<file path="src/cplx_pkg.sv">
package cplx_pkg;

    // Width of each real and imaginary part
    localparam int unsigned SAMPLE_W = 16;

    localparam int unsigned POW_W = 2 * SAMPLE_W + 1;  // Sum of two squares needs one extra bit

    // One complex FFT result, real part in the upper half
    typedef struct packed {
        logic signed [SAMPLE_W-1:0] re;
        logic signed [SAMPLE_W-1:0] im;
    } cplx_t;

    typedef logic [POW_W-1:0] pow_t;  // Unsigned re*re + im*im

endpackage

</file>
<file path="src/bin_wr_if.sv">
`timescale 1ns/1ps

interface bin_wr_if #(
    parameter int unsigned LOG2_N = 5
);
    import cplx_pkg::*;

    logic              wr_en;    // One strobe per accepted sample
    logic [LOG2_N-1:0] wr_addr;  // Natural bin index of the sample
    cplx_t             wr_data;
    logic              wr_last;  // Marks position N-1 and closes the frame

    modport source (
        output wr_en,
        output wr_addr,
        output wr_data,
        output wr_last
    );

    modport sink (
        input wr_en,
        input wr_addr,
        input wr_data,
        input wr_last
    );

endinterface

</file>
<file path="src/frame_pingpong_buffer.sv">
`timescale 1ns/1ps

module frame_pingpong_buffer #(
    parameter int unsigned LOG2_N = 5
) (
    input  logic              clk,
    input  logic              rst,
    bin_wr_if.sink            wr,
    output logic              rd_valid_o,
    output logic [LOG2_N-1:0] rd_bin_o,
    output cplx_pkg::cplx_t   rd_data_o
);
    import cplx_pkg::*;

    localparam int unsigned N = 1 << LOG2_N;

    cplx_t             bank_mem [2][N];
    logic              wr_bank;    // Bank being filled by the indexer
    logic              rd_bank;    // Bank being swept out
    logic              rd_active;
    logic [LOG2_N-1:0] rd_cnt;
    logic              swap;

    assign swap = wr.wr_en && wr.wr_last;

    always_ff @(posedge clk or negedge rst) begin
        if (!rst) begin
            for (int b = 0; b < 2; b++) begin
                for (int a = 0; a < N; a++) begin
                    bank_mem[b][a] <= '0;
                end
            end
        end else if (wr.wr_en) begin
            bank_mem[wr_bank][wr.wr_addr] <= wr.wr_data;
        end
    end

    always_ff @(posedge clk or negedge rst) begin
        if (!rst) begin
            wr_bank    <= 1'b0;
            rd_bank    <= 1'b0;
            rd_active  <= 1'b0;
            rd_cnt     <= '0;
            rd_valid_o <= 1'b0;
            rd_bin_o   <= '0;
            rd_data_o  <= '0;
        end else begin
            rd_valid_o <= rd_active;
            if (rd_active) begin
                rd_bin_o  <= rd_cnt;
                rd_data_o <= bank_mem[rd_bank][rd_cnt];
                rd_cnt    <= rd_cnt + 1'b1;
                if (rd_cnt == LOG2_N'(N - 1)) begin
                    rd_active <= 1'b0;
                end
            end
            // A new frame closing on the final read cycle must win, so this comes last
            if (swap) begin
                wr_bank   <= !wr_bank;
                rd_bank   <= wr_bank;  // The bank just completed
                rd_active <= 1'b1;
                rd_cnt    <= '0;
            end
        end
    end

    // Frames never shorter than N keep the indexer out of the bank under readout
    a_no_rd_clobber: assert property (@(posedge clk) disable iff (!rst)
        swap && rd_active |-> rd_cnt == LOG2_N'(N - 1));

endmodule

</file>
<file path="src/flat_wrapper.sv">
// flat-port wrapper written by rule: the top's interface ports become plain ports
module frame_pingpong_buffer_flat import cplx_pkg::*;
#(
    parameter int unsigned LOG2_N = 5
)
  (clk, rst, rd_valid_o, rd_bin_o, rd_data_o, wr_wr_en, wr_wr_addr, wr_wr_data, wr_wr_last);
  bin_wr_if #(.LOG2_N(LOG2_N)) wr_i ();
  input  logic clk;
  input  logic rst;
  output logic rd_valid_o;
  output logic [LOG2_N-1:0] rd_bin_o;
  output cplx_pkg::cplx_t rd_data_o;
  input wire logic [$bits(wr_i.wr_en)-1:0] wr_wr_en;
  input wire logic [$bits(wr_i.wr_addr)-1:0] wr_wr_addr;
  input wire logic [$bits(wr_i.wr_data)-1:0] wr_wr_data;
  input wire logic [$bits(wr_i.wr_last)-1:0] wr_wr_last;
  assign wr_i.wr_en = wr_wr_en;
  assign wr_i.wr_addr = wr_wr_addr;
  assign wr_i.wr_data = wr_wr_data;
  assign wr_i.wr_last = wr_wr_last;
  frame_pingpong_buffer #(.LOG2_N(LOG2_N)) u_core (.clk(clk), .rst(rst), .wr(wr_i), .rd_valid_o(rd_valid_o), .rd_bin_o(rd_bin_o), .rd_data_o(rd_data_o));
endmodule
</file>
<file path="config.mk">
export PLATFORM = sky130hd
export DESIGN_NAME = frame_pingpong_buffer_flat
export DESIGN_NICKNAME = d
export VERILOG_FILES = /design/src/cplx_pkg.sv /design/src/bin_wr_if.sv /design/src/frame_pingpong_buffer.sv /design/src/flat_wrapper.sv
export SDC_FILE = /design/constraint.sdc
export NUM_CORES = 2
export LEC_CHECK = 0
export BUFFER_PORTS_ARGS = -buffer_cell sky130_fd_sc_hd__buf_2
export CAP_MARGIN = 40
export CORE_ASPECT_RATIO = 1.5
export CORE_MARGIN = 5
export CORE_UTILIZATION = 53
export CTS_CLUSTER_DIAMETER = 30
export DETAILED_ROUTE_END_ITERATION = 10
export PLACE_DENSITY = 0.77
export SLEW_MARGIN = 5
export SYNTH_ARGS = -nofsm -noshare
export SYNTH_HDL_FRONTEND = slang
export SYNTH_SLANG_ARGS = --single-unit
</file>
<file path="constraint.sdc">
create_clock -name clk -period 3.3 [get_ports clk]
set_input_delay 0 -clock clk [delete_from_list [all_inputs] [get_ports clk]]
set_output_delay 0 -clock clk [all_outputs]
set_load 0.005 [all_outputs]
</file>
; ---- After elaboration in Yosys (flattened, before gate mapping)
; Cells that the tools add are included.
[word_totals]
regBits = 2094
in_bits = 41
output_inout_bits = 38
elab_cells = 169
[classes]
addsub = 1
order_cmp = 6
eq_ne = 1
muxes = 16
bitwise = 4
reduce_logical = 5
[op_table]
columns = operator, count
row1 = two-way mux 1024 bit, 4
row2 = bitwise mux 2048 bit, 1
row3 = demux 1024 bit (select 1 bit), 1
row4 = binary-select mux 32 bit (select 5 bit), 1
row5 = demux 32 bit (select 5 bit), 1
row6 = two-way mux 32 bit, 3
row7 = greater-or-equal comparator 6 bit (second input constant), 2
row8 = NOT 5 -> 6 bit, 2
row9 = two-way mux 5 bit, 2
row10 = less-than comparator 6 x 1 -> 1 bit (second input constant), 1
row11 = adder 5 x 1 -> 5 bit (second input constant), 1
row12 = equality test 5 bit (second input constant), 1
row13 = greater-or-equal comparator 2 bit (second input constant), 2
row14 = NOT 1 -> 2 bit, 2
row15 = logical AND 1 bit, 3
row16 = two-way mux 1 bit, 3
row17 = less-than comparator 2 x 1 -> 1 bit (second input constant), 1
row18 = nonzero test 2 bit, 1
row19 = zero test 1 bit, 1

; ---- Logic depth before layout (Yosys ltp)
[depth]
depth_word = 8
depth_mapped = 10
mapped_depth_nobuf = 5

; ---- Least setup slack after synthesis
; Ideal clock, no wire load.
[synth_path]
kind = register -> register
start = register u_core.rd_bank
end = register u_core.rd_data_o[6] (netlist name)
setup_ns = 0.120
arrival_ns = 1.908
required_time_ns = 3.180
slack_ns = 1.273
stages_incl_launch_ff = 9
n_path_buf = 4
synth_period_minus_slack_ns = 2.027
cell_sequence = dfrtp_1 -> buf_6 -> buf_6 -> buf_6 -> buf_4 -> mux4_2 -> a22oi_1 -> nand3_1 -> and3_1
[synth_between]
elab_chain_cells = 7
[synth_rtl]
columns = item, line_no
row1 = from (decl), frame_pingpong_buffer.sv:19  ; logic rd_bank;
row2 = from (signal assigned), frame_pingpong_buffer.sv:60  ; rd_bank <= wr_bank;
row3 = NOT 1 -> 2 bit (implied by the code), frame_pingpong_buffer.sv:51  ; rd_data_o <= bank_mem[rd_bank][rd_cnt];
row4 = two-way mux 1024 bit (implied by the code) (3 in a row), frame_pingpong_buffer.sv:51
row5 = binary-select mux 32 bit (select 5 bit), frame_pingpong_buffer.sv:51
row6 = two-way mux 32 bit (implied by the code) (2 in a row), frame_pingpong_buffer.sv:51
; No other way between the ends. The select of a mux whose other input is x is not followed.
; A chain may end at the register's enable or synchronous reset.

; ---- Worst setup path after layout
[layout_path]
start = register u_core.rd_cnt[3]
end = register u_core.rd_data_o[30] (netlist name)
[layout_between]
elab_chain_cells = 4
[layout_rtl]
columns = item, line_no
row1 = from (decl), frame_pingpong_buffer.sv:21  ; logic [LOG2_N-1:0] rd_cnt;
row2 = from (signal assigned), frame_pingpong_buffer.sv:52  ; rd_cnt <= rd_cnt + 1'b1;
row3 = NOT 5 -> 6 bit (implied by the code), frame_pingpong_buffer.sv:51
row4 = binary-select mux 32 bit (select 5 bit), frame_pingpong_buffer.sv:51
row5 = two-way mux 32 bit (implied by the code) (2 in a row), frame_pingpong_buffer.sv:51
; No other way between the ends. The select of a mux whose other input is x is not followed.

==> impl_metrics.env <==
export IMPL_grt_pass1_vias=61300
export IMPL_dp_slack_ns=-0.292
export IMPL_die_h_um=526
export IMPL_wirelength_um=274000
export IMPL_track_usage_pct=29.3
export IMPL_overflow=0
export IMPL_grt_pass1_wl_um=408000
export IMPL_instances_no_fill=8673
export IMPL_final_setup_tns_ns=-0.123
export IMPL_ys_flop_type="dfrtp_1"
export IMPL_netlist_instances=5960
export IMPL_syn_avg_cell_area_um2=15.8
export IMPL_rsz0062_at_grt="false"
export IMPL_worstPathRequired_ns=4.00
export IMPL_htree_num_levels=5
export IMPL_power_leakage_nw=50.4
export IMPL_ant_nets=0
export IMPL_hold_path_class="primary input to register"
export IMPL_synth_edf_count=0
export IMPL_critical_path_startpoint="u_core.rd_cnt[3]"
export IMPL_cts_tree="built"
export IMPL_gp_congestion=0.872
export IMPL_drc=0
export IMPL_final_cell_mix="2089 x dfrtp_1, 2060 x mux2_2, 469 x mux4_2, 308 x clkbuf_16, 267 x buf_4"
export IMPL_drive_above_1_share_pct=56.1
export IMPL_relSlewSlack_pct=23.2
export IMPL_final_common_cell="dfrtp_1"
export IMPL_met1_usage_pct=36.6
export IMPL_use_met3_pct=6.58
export IMPL_cts_buffers=300
export IMPL_drt_iter0_markers=5068
export IMPL_p_per_area_nw_per_um2=855
export IMPL_multi_input_area_um2=39300
export IMPL_nFillCells=12200
export IMPL_worst_slew_pin_slew_ns=1.15
export IMPL_drt_first_pass_iters=7
export IMPL_start_util_pct=53.2
export IMPL_async_flop_share_pct=100
export IMPL_num_nets_final=6177
export IMPL_yosys_warnings=0
export IMPL_synth_seq_area_share_pct=55.6
export IMPL_r2r_start="u_core.rd_cnt[3]"
export IMPL_rows=189
export IMPL_finalCriticalPeriod_ns=3.38
export IMPL_path_max_fanout=11
export IMPL_wl_per_cell_um=31.6
export IMPL_startpoint_type="register"
export IMPL_dp_hpwl_um=170000
export IMPL_syn_nets=6003
export IMPL_synth_cell_types=51
export IMPL_clk_pin_slew_ns=0.06
export IMPL_criticalPathCategory="register to register"
export IMPL_placed_cells_incl_taps=8083
export IMPL_period_share_pct=102
export IMPL_io_pins=79
export IMPL_via_per_inst=6.57
export IMPL_fmax_mhz=296
export IMPL_synth_seq_cells=2094
export IMPL_cts_root_buf="clkbuf_16"
export IMPL_outcome="finished with violations"
export IMPL_core_area_um2=177000
export IMPL_hold_violations=0
export IMPL_clk_latency_ns=0.84
export IMPL_synth_area_um2=94200
export IMPL_violations="setup timing"
export IMPL_cts_max_path_buffers=4
export IMPL_finalMaxSlewViolations=0
export IMPL_crit_path_end_kind="register"
export IMPL_dr_total_vias=56900
export IMPL_arrival_ns=4.08
export IMPL_finalWorstSetupSlack_ns=-0.0798
export IMPL_antenna_found_initial=30
export IMPL_ir_drop_mv=0.456
export IMPL_area_growth_pct=16.5
export IMPL_met2_usage_pct=47.9
export IMPL_finClkSkew_ns=0.0555
export IMPL_maxCapViolations=0
export IMPL_hold_path_startpoint="wr_wr_data[17]"
export IMPL_grt_max_degree=180
export IMPL_seqCellArea_um2=52400
export IMPL_portBuffers=78
export IMPL_die_w_um=354
export IMPL_die_area_um2=186000
export IMPL_setup_viol=2
export IMPL_cts_sinks=2094
export IMPL_top_usage_layer="met2"
## cells by family after synthesis
| kind of cell | synth area share (%) |
|---|---|
| AO/OA/AOI/OAI | 2.52 |
| XOR/XNOR | 0.0372 |
| adder cells (fa/ha/maj) | 0.0266 |
| buffers and inverters | 3.15 |
| flip-flops | 55.6 |
| multiplexers | 37.3 |
| AND/OR/NAND/NOR | 1.33 |
## metal layers
metal  vias up  wire length [um]
met4        20             17700
met3       815             20700
met5         -               135
li1      22700                 -
met1     30900            103000
met2      2518            133000
## worst paths after layout
kind | end | cells past startpoint | slack, ns
max in group asynchronous | u_core.bank_mem[888] | 6 | 1.41
hold / removal | u_core.bank_mem[465] | 2 | 0.03
hold reg to reg | u_core.bank_mem[1630] | 1 | 0.50
setup / recovery | u_core.rd_data_o[30] | 6 | -0.08
min in group asynchronous | u_core.bank_mem[1352] | 4 | 0.40
setup reg to reg | u_core.rd_data_o[30] | 6 | -0.08
## synth_stat cells, drive strengths merged, types with 6 or more instances
cell type  count  share of area (%)
a2111oi        7              0.077
a211o          6              0.056
a211oi        24               0.19
a21oi          8              0.043
a221oi        24               0.22
a22o          20               0.19
a22oi        115               0.92
a31oi          8              0.053
a41oi          9              0.084
and2          10              0.066
and3          16               0.11
and4           9              0.084
buf          342                2.1
clkbuf       271                1.1
dfrtp       2094                 56
mux2        2060                 25
mux2i        137                1.5
mux4         469                 11
nand2         53               0.21
nand3         49               0.26
nand3b         6              0.048
nor2          79               0.31
nor2b          8              0.053
nor3          10              0.053
o211ai         9              0.072
o21ai         35               0.19
o221ai         6              0.056
o22ai         41               0.27
o32ai          9              0.084
## state kept, by name (all words and copies together) (netlist names)
name and count:
u_core.bank_mem 2048, u_core.rd_active 1, u_core.rd_bank 1, u_core.rd_bin_o 5, u_core.rd_cnt 5, u_core.rd_data_o 32, u_core.rd_valid_o 1, u_core.wr_bank 1
## worst max-delay path, cell delays in order, from the launching register on
cell and delay (ns):
dfrtp_1 0.72, or3b_2 0.55, buf_4 0.27, nor3_1 0.10, a211oi_2 0.78, nand3_1 0.53
a31oi_1 0.28
## area by class of cell
type / instances / area share, %
repair buffers: 485 / 4.35
inverters: 1 / 0.00342
clock inverters: 166 / 1.91
flip-flops and latches: 2094 / 47.8
well taps: 2292 / 2.61
clock buffers: 369 / 7.52
diodes: 14 / 0.0319
multi-input cells: 3252 / 35.8
## metrics by stage
stage                     cell area (um2)  total power [mW]  utilization, %  hold WS, ns
after detailed placement            98900              60.8            55.9      -0.0971
after floorplan                     94200              51.4               -       -0.296
final                              110000              93.8            62.0       0.0342
after global routing               110000              97.2            62.0      0.00608
after CTS                          110000              93.9            62.0     0.000702
after global placement              98400              59.5            55.6      -0.0953
## power breakdown
part	total (mW)	switching (mW)	internal, mW
clock network	32.8	12.3	20.6
logic	24.1	11.4	12.7
registers	36.8	4.17	32.6
## timing repair
item	in CTS	in global routing
resized for setup	3	1
hold buffers	41	0
pin swaps	0	0
endpoints found under the hold margin	3386	0
buffers inserted	0	0
setup endpoints to repair	2	1
(Power assumes the default switching activity.)
