[src/cplx_pkg.sv]
package cplx_pkg;

    // Width of each real and imaginary part
    localparam int unsigned SAMPLE_W = 16;

    localparam int unsigned POW_W = 2 * SAMPLE_W + 1;  // Sum of two squares needs one extra bit

    // One complex FFT result, real part in the upper half
    typedef struct packed {
        logic signed [SAMPLE_W-1:0] re;
        logic signed [SAMPLE_W-1:0] im;
    } cplx_t;

    typedef logic [POW_W-1:0] pow_t;  // Unsigned re*re + im*im

endpackage

[src/frame_pkg.sv]
package frame_pkg;

    localparam int unsigned MAX_LOG2_N = 6;  // Up to 64 points per frame

    // Mirrors the low width bits of idx, upper bits come back as zero
    function automatic logic [MAX_LOG2_N-1:0] bitrev(
        input logic [MAX_LOG2_N-1:0] idx,
        input int unsigned           width
    );
        logic [MAX_LOG2_N-1:0] rev;
        rev = '0;
        for (int i = 0; i < MAX_LOG2_N; i++) begin
            if (i < width) begin
                rev[i] = idx[width-1-i];
            end
        end
        return rev;
    endfunction

endpackage

[src/bin_wr_if.sv]
`timescale 1ns/1ps

interface bin_wr_if #(
    parameter int unsigned LOG2_N = 5
);
    import cplx_pkg::*;

    logic              wr_en;    // One strobe per accepted sample
    logic [LOG2_N-1:0] wr_addr;  // Natural bin index of the sample
    cplx_t             wr_data;
    logic              wr_last;  // Marks position N-1 and closes the frame

    modport source (
        output wr_en,
        output wr_addr,
        output wr_data,
        output wr_last
    );

    modport sink (
        input wr_en,
        input wr_addr,
        input wr_data,
        input wr_last
    );

endinterface

[src/bin_indexer.sv]
`timescale 1ns/1ps

module bin_indexer #(
    parameter int unsigned LOG2_N = 5
) (
    input  logic            clk,
    input  logic            rst,
    input  logic            sample_valid_i,
    input  logic            frame_start_i,
    input  cplx_pkg::cplx_t sample_i,
    output logic            overrun_o,
    bin_wr_if.source        wr
);
    import frame_pkg::*;

    localparam int unsigned N = 1 << LOG2_N;

    logic              in_frame;
    logic [LOG2_N-1:0] pos;
    logic [LOG2_N-1:0] pos_cur;
    logic              accept;
    logic              at_last;

    assign accept  = sample_valid_i && (frame_start_i || in_frame);  // Stray samples are dropped
    assign pos_cur = frame_start_i ? '0 : pos;  // A start always restarts the count
    assign at_last = pos_cur == LOG2_N'(N - 1);

    always_ff @(posedge clk or negedge rst) begin
        if (!rst) begin
            in_frame   <= 1'b0;
            pos        <= '0;
            overrun_o  <= 1'b0;
            wr.wr_en   <= 1'b0;
            wr.wr_last <= 1'b0;
        end else begin
            overrun_o  <= sample_valid_i && frame_start_i && in_frame;  // Partial frame thrown away
            wr.wr_en   <= accept;
            wr.wr_last <= accept && at_last;
            if (accept) begin
                in_frame <= !at_last;
                pos      <= pos_cur + 1'b1;  // Wraps to zero after the last position
            end
        end
    end

    // The core emits position n for bin bitrev(n), so the address undoes that
    always_ff @(posedge clk) begin
        if (accept) begin
            wr.wr_addr <= LOG2_N'(bitrev(MAX_LOG2_N'(pos_cur), LOG2_N));
            wr.wr_data <= sample_i;
        end
    end

    // A start without its sample would be lost without a trace
    a_start_with_valid: assert property (@(posedge clk) disable iff (!rst)
        frame_start_i |-> sample_valid_i);

endmodule

[src/flat_wrapper.sv]
// flat-port wrapper written by rule: the top's interface ports become plain ports
module bin_indexer_flat import frame_pkg::*;
#(
    parameter int unsigned LOG2_N = 5
)
  (clk, rst, sample_valid_i, frame_start_i, sample_i, overrun_o, wr_wr_en, wr_wr_addr, wr_wr_data, wr_wr_last);
  bin_wr_if #(.LOG2_N(LOG2_N)) wr_i ();
  input  logic clk;
  input  logic rst;
  input  logic sample_valid_i;
  input  logic frame_start_i;
  input  cplx_pkg::cplx_t sample_i;
  output logic overrun_o;
  output wire logic [$bits(wr_i.wr_en)-1:0] wr_wr_en;
  output wire logic [$bits(wr_i.wr_addr)-1:0] wr_wr_addr;
  output wire logic [$bits(wr_i.wr_data)-1:0] wr_wr_data;
  output wire logic [$bits(wr_i.wr_last)-1:0] wr_wr_last;
  assign wr_wr_en = wr_i.wr_en;
  assign wr_wr_addr = wr_i.wr_addr;
  assign wr_wr_data = wr_i.wr_data;
  assign wr_wr_last = wr_i.wr_last;
  bin_indexer #(.LOG2_N(LOG2_N)) u_core (.clk(clk), .rst(rst), .sample_valid_i(sample_valid_i), .frame_start_i(frame_start_i), .sample_i(sample_i), .overrun_o(overrun_o), .wr(wr_i));
endmodule
[config.mk]
export PLATFORM = sky130hd
export DESIGN_NAME = bin_indexer_flat
export DESIGN_NICKNAME = d
export VERILOG_FILES = /design/src/cplx_pkg.sv /design/src/frame_pkg.sv /design/src/bin_wr_if.sv /design/src/bin_indexer.sv /design/src/flat_wrapper.sv
export SDC_FILE = /design/constraint.sdc
export NUM_CORES = 1
export LEC_CHECK = 0
export BUFFER_PORTS_ARGS = -buffer_cell sky130_fd_sc_hd__buf_2
export CORE_AREA = 2 2 66 68
export DETAILED_ROUTE_END_ITERATION = 10
export DIE_AREA = 0 0 68 70
export HOLD_SLACK_MARGIN = 0.02
export MAX_ROUTING_LAYER = met4
export PLACE_DENSITY = 0.69
export SYNTH_ARGS = -nofsm -noshare
export SYNTH_HDL_FRONTEND = slang
export SYNTH_SLANG_ARGS = --single-unit
[constraint.sdc]
create_clock -name clk -period 5.3 [get_ports clk]
set_input_delay 0.265 -clock clk [delete_from_list [all_inputs] [get_ports clk]]
set_output_delay 0.265 -clock clk [all_outputs]
set_load 0.02 [all_outputs]
# == Yosys cells after proc, flatten, opt, wreduce, memory -nomap -nowiden ==
# Index checks and enable logic that the tools add are counted.
# totals
register_bits,46
inputBits,36
out_inout_bits,40
word_cells,17
# op_classes
addsub,1
eq_ne,1
muxes,1
reduce_logical,6
# op_table
cell,n
$add A5 B1 Y5 const B,1
$eq A5 B5 Y1 const B,1
$mux W5,1
$logic_and A1 B1 Y1,4
$logic_not A1 Y1,1
$logic_or A1 B1 Y1,1

# == Depth between registers and ports, before layout ==
# logic_depth
ltp_word,3
depth_mapped,6
depth_no_buf,5

# == Least setup slack after synthesis ==
# Ideal clock, no wire load.
# synth_timing
kind,reg-to-reg
from,register u_core.in_frame
to,"register u_core.wr.wr_addr[0], enable pin"
setup_time_ns,0.393
arrival_time_ns,1.309
t_required_ns,4.907
setup_slack_ns,3.598
stages_incl_launch_ff,3
n_path_buf,0
synth_period_minus_slack_ns,1.702
path_cell_list,dfrtp_1 > o21ai_2 > inv_1
# synth_between
elab_chain_cells,2
# synth_lines
item,line,text
start: declaration,bin_indexer.sv:18,logic in_frame;
start signal: assignment,bin_indexer.sv:40,in_frame <= !at_last;
$logic_or A1 B1 Y1,bin_indexer.sv:24,assign accept = sample_valid_i && (frame_start_i || in_frame);
$logic_and A1 B1 Y1,bin_indexer.sv:24,
via u_core.accept,bin_indexer.sv:21,logic accept;
end signal: assignment,bin_indexer.sv:49,"wr.wr_addr <= LOG2_N'(bitrev(MAX_LOG2_N'(pos_cur), LOG2_N));"
end: declaration,bin_wr_if.sv:15,"output wr_addr,"
# The timed path passes the listed nets, and every way through them passes these cells.
# A chain may end at the register's enable or synchronous reset.

# == Worst setup path after layout ==
# layout_timing
from,register u_core.pos[0]
to,register u_core.pos[4]
# layout_between
elab_chain_cells,2
# layout_lines
item,line,text
start: declaration,bin_indexer.sv:19,logic [LOG2_N-1:0] pos;
start signal: assignment,bin_indexer.sv:41,pos <= pos_cur + 1'b1;
$mux W5,bin_indexer.sv:25,assign pos_cur = frame_start_i ? '0 : pos;
via u_core.pos_cur[0],bin_indexer.sv:20,logic [LOG2_N-1:0] pos_cur;
$add A5 B1 Y5,bin_indexer.sv:41,
# The timed path passes the listed nets, and every way through them passes these cells.

==> flow_metrics.py <==
metrics = {
    "status": {
        "outcome": "finished clean",
    },
    "grt": {
        "grt_start_max_net_pins": 31,
        "global_route.usage.total_pct": 12.2,
        "first_global_vias": 854,
        "grt_first_pass_wirelength_um": 4040,
        "global_route.overflow_total": 0,
        "antenna_found_initial": 0,
    },
    "floorplan": {
        "fp.dieH_um": 70,
        "area_of_the_die_mm2": 0.00476,
        "design.core.area_mm2": 0.00414,
        "ioPinCount": 76,
        "die_x_um": 68,
        "fp-row-count": 24,
        "floorplan.initialDensity_pct": 37.5,
    },
    "yosys": {
        "synth.cell_area_mm2": 0.00155,
        "synth.area.top_cells": "sky130_fd_sc_hd__edfxtp_1, sky130_fd_sc_hd__dfrtp_1, sky130_fd_sc_hd__nor2b_1",
        "synth-seq-cells": 46,
        "main_combinational_cell_family_by_area_after_synthesis": "compound AO/OA/AOI/OAI gates",
        "post-synth-top-area-cell": "sky130_fd_sc_hd__edfxtp_1",
        "synth_seq_area_share_pct": 86.1,
        "syn_nets": 113,
        "share_of_synthesized_cell_area_in_full_adder_half_adder_and_majority_cells_pct": 1.61,
        "yosys-mux-area-fraction_pct": 1.93,
        "syn_avg_cell_area_um2": 20.7,
        "synth_top_area_share_pct": 71.6,
        "postSynthCellCount": 75,
        "simple_gate_share_of_the_synthesized_area_pct": 4.43,
        "synth-xor-area-share_pct": 0,
        "ys_warn_count": 0,
        "synth_compound_area_share_pct": 5.16,
        "post_synth_num_cell_types": 20,
    },
    "layout": {
        "post-route-cell-area_mm2": 0.00212,
        "nNetsFinal": 196,
        "register_area_mm2": 0.00134,
        "multi_input_area_um2": 204,
        "final_antenna_diode_count": 0,
        "n_fill_cell": 359,
        "drive_gt1_share_pct": 56.0,
        "layout-area-overhead-vs-synth_pct": 36.3,
    },
    "placed_design": {
        "gp_congestion": 0.856,
        "dp_hpwl_um": 2300,
        "placement.io_buffers": 75,
        "placed_area_mm2": 0.00200,
    },
    "critical_path": {
        "critical_path_start_type": "register",
        "worstSetupEndpointType": "register",
        "timing.critical_path.from": "u_core.pos[0]",
        "reg2reg_setup_slack_ns": 3.64,
        "worst-path-max-fanout": 5,
        "worst_r2r_endpoint": "u_core.pos[4]",
        "worstPathArrival_ns": 1.84,
        "worstReg2RegStart": "u_core.pos[0]",
        "critPathCapture": "u_core.pos[4]",
        "crit_type": "register to register",
        "critPathRequiredTime_ns": 5.48,
        "rr_worst_depth": 5,
    },
    "clock_tree": {
        "cts_inserted_buffers": 5,
        "path_clk_slew_ns": 0.08,
        "numClockSinks": 46,
        "worst_skew_pair.late_latency_ns": 0.29,
        "number_of_post_cts_setup_repair_buffers": 0,
        "ctsLongestPathBuffers": 2,
        "tritoncts": "built",
        "htree_levels": 2,
        "clk_root_buffer_cell": "sky130_fd_sc_hd__clkbuf_8",
    },
    "pwr": {
        "comb_power_share_pct": 11.7,
        "power.net_switching_w": 0.000171,
        "report.power.total_w": 0.000770,
        "power_density_mw_per_mm2": 364,
        "vdd_ir_drop_max_mv": 0.124,
        "power.share.sequential_pct": 56.1,
        "power_switching_share_pct": 22.3,
        "power_leakage_nw": 0.933,
        "power_report.internal_total_w": 0.000598,
        "power.clock.fraction_pct": 32.2,
    },
    "drt": {
        "drt_first_iter_violations": 31,
        "met3_wire_length_um": 353,
        "route.detailed.vias_per_inst": 4.41,
        "number_of_antenna_violating_nets_in_the_routed_design": 0,
        "vias": 931,
        "drt-total-wl_um": 2940,
        "metal_1_wl_um": 1230,
        "detailedRoute.firstPassIterationCount": 4,
        "dr.max_layer_used": "met4",
        "met2_layer_wire_length_in_the_routed_design_um": 1320,
        "remaining_drc_errors": 0,
        "drt-wirelength-per-cell_um": 13.9,
    },
    "sta": {
        "setup_viol": 0,
        "worst_slew_margin_relative_to_its_limit_pct": 76.8,
        "final.setup_skew_ns": 0.00271,
        "timing.hold.ws_ns": 0.148,
        "finalWorstPathRequiredPeriod_ns": 1.66,
        "setup-tns-final_ns": 0,
        "timing.fmax_mhz": 603,
        "worst_pin_slew_ns": 0.348,
        "post-route-period-util_pct": 31.3,
        "maxSlewViolCount": 0,
        "final_hold_fails": 0,
        "setup_repair_after_global_routing_missed_its_margin": "false",
    },
    "worst_hold_path": {
        "min-delay-path-class": "input pin to register",
    },
    "run": {
        "max_cap_violations": 0,
    },
}
-- how the worst min path moves through the flow --
| stage | depth (start not counted) | start | slack (ns) | end |
|---|---|---|---|---|
| 3_5_place_dp | 1 | rst | 0.13 | u_core.pos[0] |
| 3_3_place_gp | 1 | rst | 0.13 | u_core.pos[0] |
| 5_1_grt | 1 | sample_i[30] | 0.13 | u_core.wr.wr_data[30] |
| 2_1_floorplan | 0 | rst | -0.03 | u_core.in_frame |
| 6_report | 1 | sample_i[28] | 0.15 | u_core.wr.wr_data[28] |
| 4_1_cts | 1 | sample_i[30] | 0.14 | u_core.wr.wr_data[30] |
-- sequential cells by signal, summed over array words and instances, names as in the netlist --
register           flops
u_core.wr.wr_data     32
u_core.wr.wr_last      1
u_core.wr.wr_addr      5
u_core.wr.wr_en        1
u_core.in_frame        1
u_core.pos             5
u_core.overrun_o       1
-- power groups by stage --
stage	clock [W]	sequential, W	combinational [W]
after floorplan	0	0.000463	0.0000285
after global placement	0	0.000439	0.0000905
after detailed placement	0	0.000440	0.0000912
after CTS	0.000256	0.000432	0.0000922
after global routing	0.000272	0.000435	0.0000981
final	0.000248	0.000431	0.0000901
-- Yosys cell counts --
cell                       number
sky130_fd_sc_hd__nor2b_1        5
sky130_fd_sc_hd__and3_2         1
sky130_fd_sc_hd__nand2_1        1
sky130_fd_sc_hd__and3_1         1
sky130_fd_sc_hd__edfxtp_1      37
sky130_fd_sc_hd__o22a_1         1
sky130_fd_sc_hd__o21ai_2        1
sky130_fd_sc_hd__inv_1          2
sky130_fd_sc_hd__o41ai_2        1
sky130_fd_sc_hd__nand3_1        2
sky130_fd_sc_hd__o21a_1         1
sky130_fd_sc_hd__nor2_1         1
sky130_fd_sc_hd__buf_2          1
sky130_fd_sc_hd__and2_1         1
sky130_fd_sc_hd__dfrtp_1        9
sky130_fd_sc_hd__mux2_4         2
sky130_fd_sc_hd__o22ai_1        1
sky130_fd_sc_hd__a22oi_2        1
sky130_fd_sc_hd__a21oi_1        4
sky130_fd_sc_hd__ha_1           2
-- cells by family (layout without fill, tap and decap cells) --
logic type	Yosys count	count (layout)
AO/OA/AOI/OAI	10	10
adder cells (fa/ha/maj)	2	2
buffers and inverters	3	87
flip-flops	46	46
multiplexers	2	2
AND/OR/NAND/NOR	12	12
-- worst max-delay path, cell delays in order (launching register included) --
cell	delay (ns)
sky130_fd_sc_hd__dfrtp_1	0.42
sky130_fd_sc_hd__nor2b_1	0.17
sky130_fd_sc_hd__ha_1	0.23
sky130_fd_sc_hd__and3_1	0.18
sky130_fd_sc_hd__ha_1	0.28
sky130_fd_sc_hd__mux2_4	0.27
-- metal layers --
metal  GRT usage [%]  vias to the layer above
li1                -                      451
met1            13.8                      421
met2            19.6                       56
met3            4.67                        3
met4            4.00                        0
met5               -                        -
-- cell usage in the layout, fill, tap and decap left out, types with 2 or more instances in the layout --
| cell | count |
|---|---|
| sky130_fd_sc_hd__buf_2 | 75 |
| sky130_fd_sc_hd__inv_1 | 2 |
| sky130_fd_sc_hd__nand3_1 | 2 |
| sky130_fd_sc_hd__clkbuf_8 | 5 |
| sky130_fd_sc_hd__a21oi_1 | 4 |
| sky130_fd_sc_hd__dfrtp_1 | 9 |
| sky130_fd_sc_hd__nor2b_1 | 5 |
| sky130_fd_sc_hd__mux2_4 | 2 |
| sky130_fd_sc_hd__edfxtp_1 | 37 |
| sky130_fd_sc_hd__ha_1 | 2 |
-- per-stage QoR --
| step | setup slack (ns) | util (%) | instances |
|---|---|---|---|
| floorplan | 3.60 | - | 75 |
| global placement | 3.64 | 48.2 | 202 |
| detailed placement | 3.58 | 48.2 | 202 |
| CTS | 3.62 | 51.1 | 211 |
| global route | 3.53 | 51.1 | 211 |
| finish | 3.64 | 51.1 | 211 |
-- layout make-up --
type / count / share of cell area, %
inverter: 2 / 0.355
multi-input combinational: 26 / 9.64
tap: 52 / 3.08
clock buffer: 6 / 3.43
timing repair buffer: 77 / 18.6
sequential: 46 / 63.2
clock inverter: 2 / 1.77
-- what timing repair did --
action | CTS | global route
hold buffers | 1 | 0
hold endpoints to repair | 9 | 0
endpoints found under the setup margin | 0 | 0
gates resized for setup | 0 | 0
(Power assumes the default switching activity.)
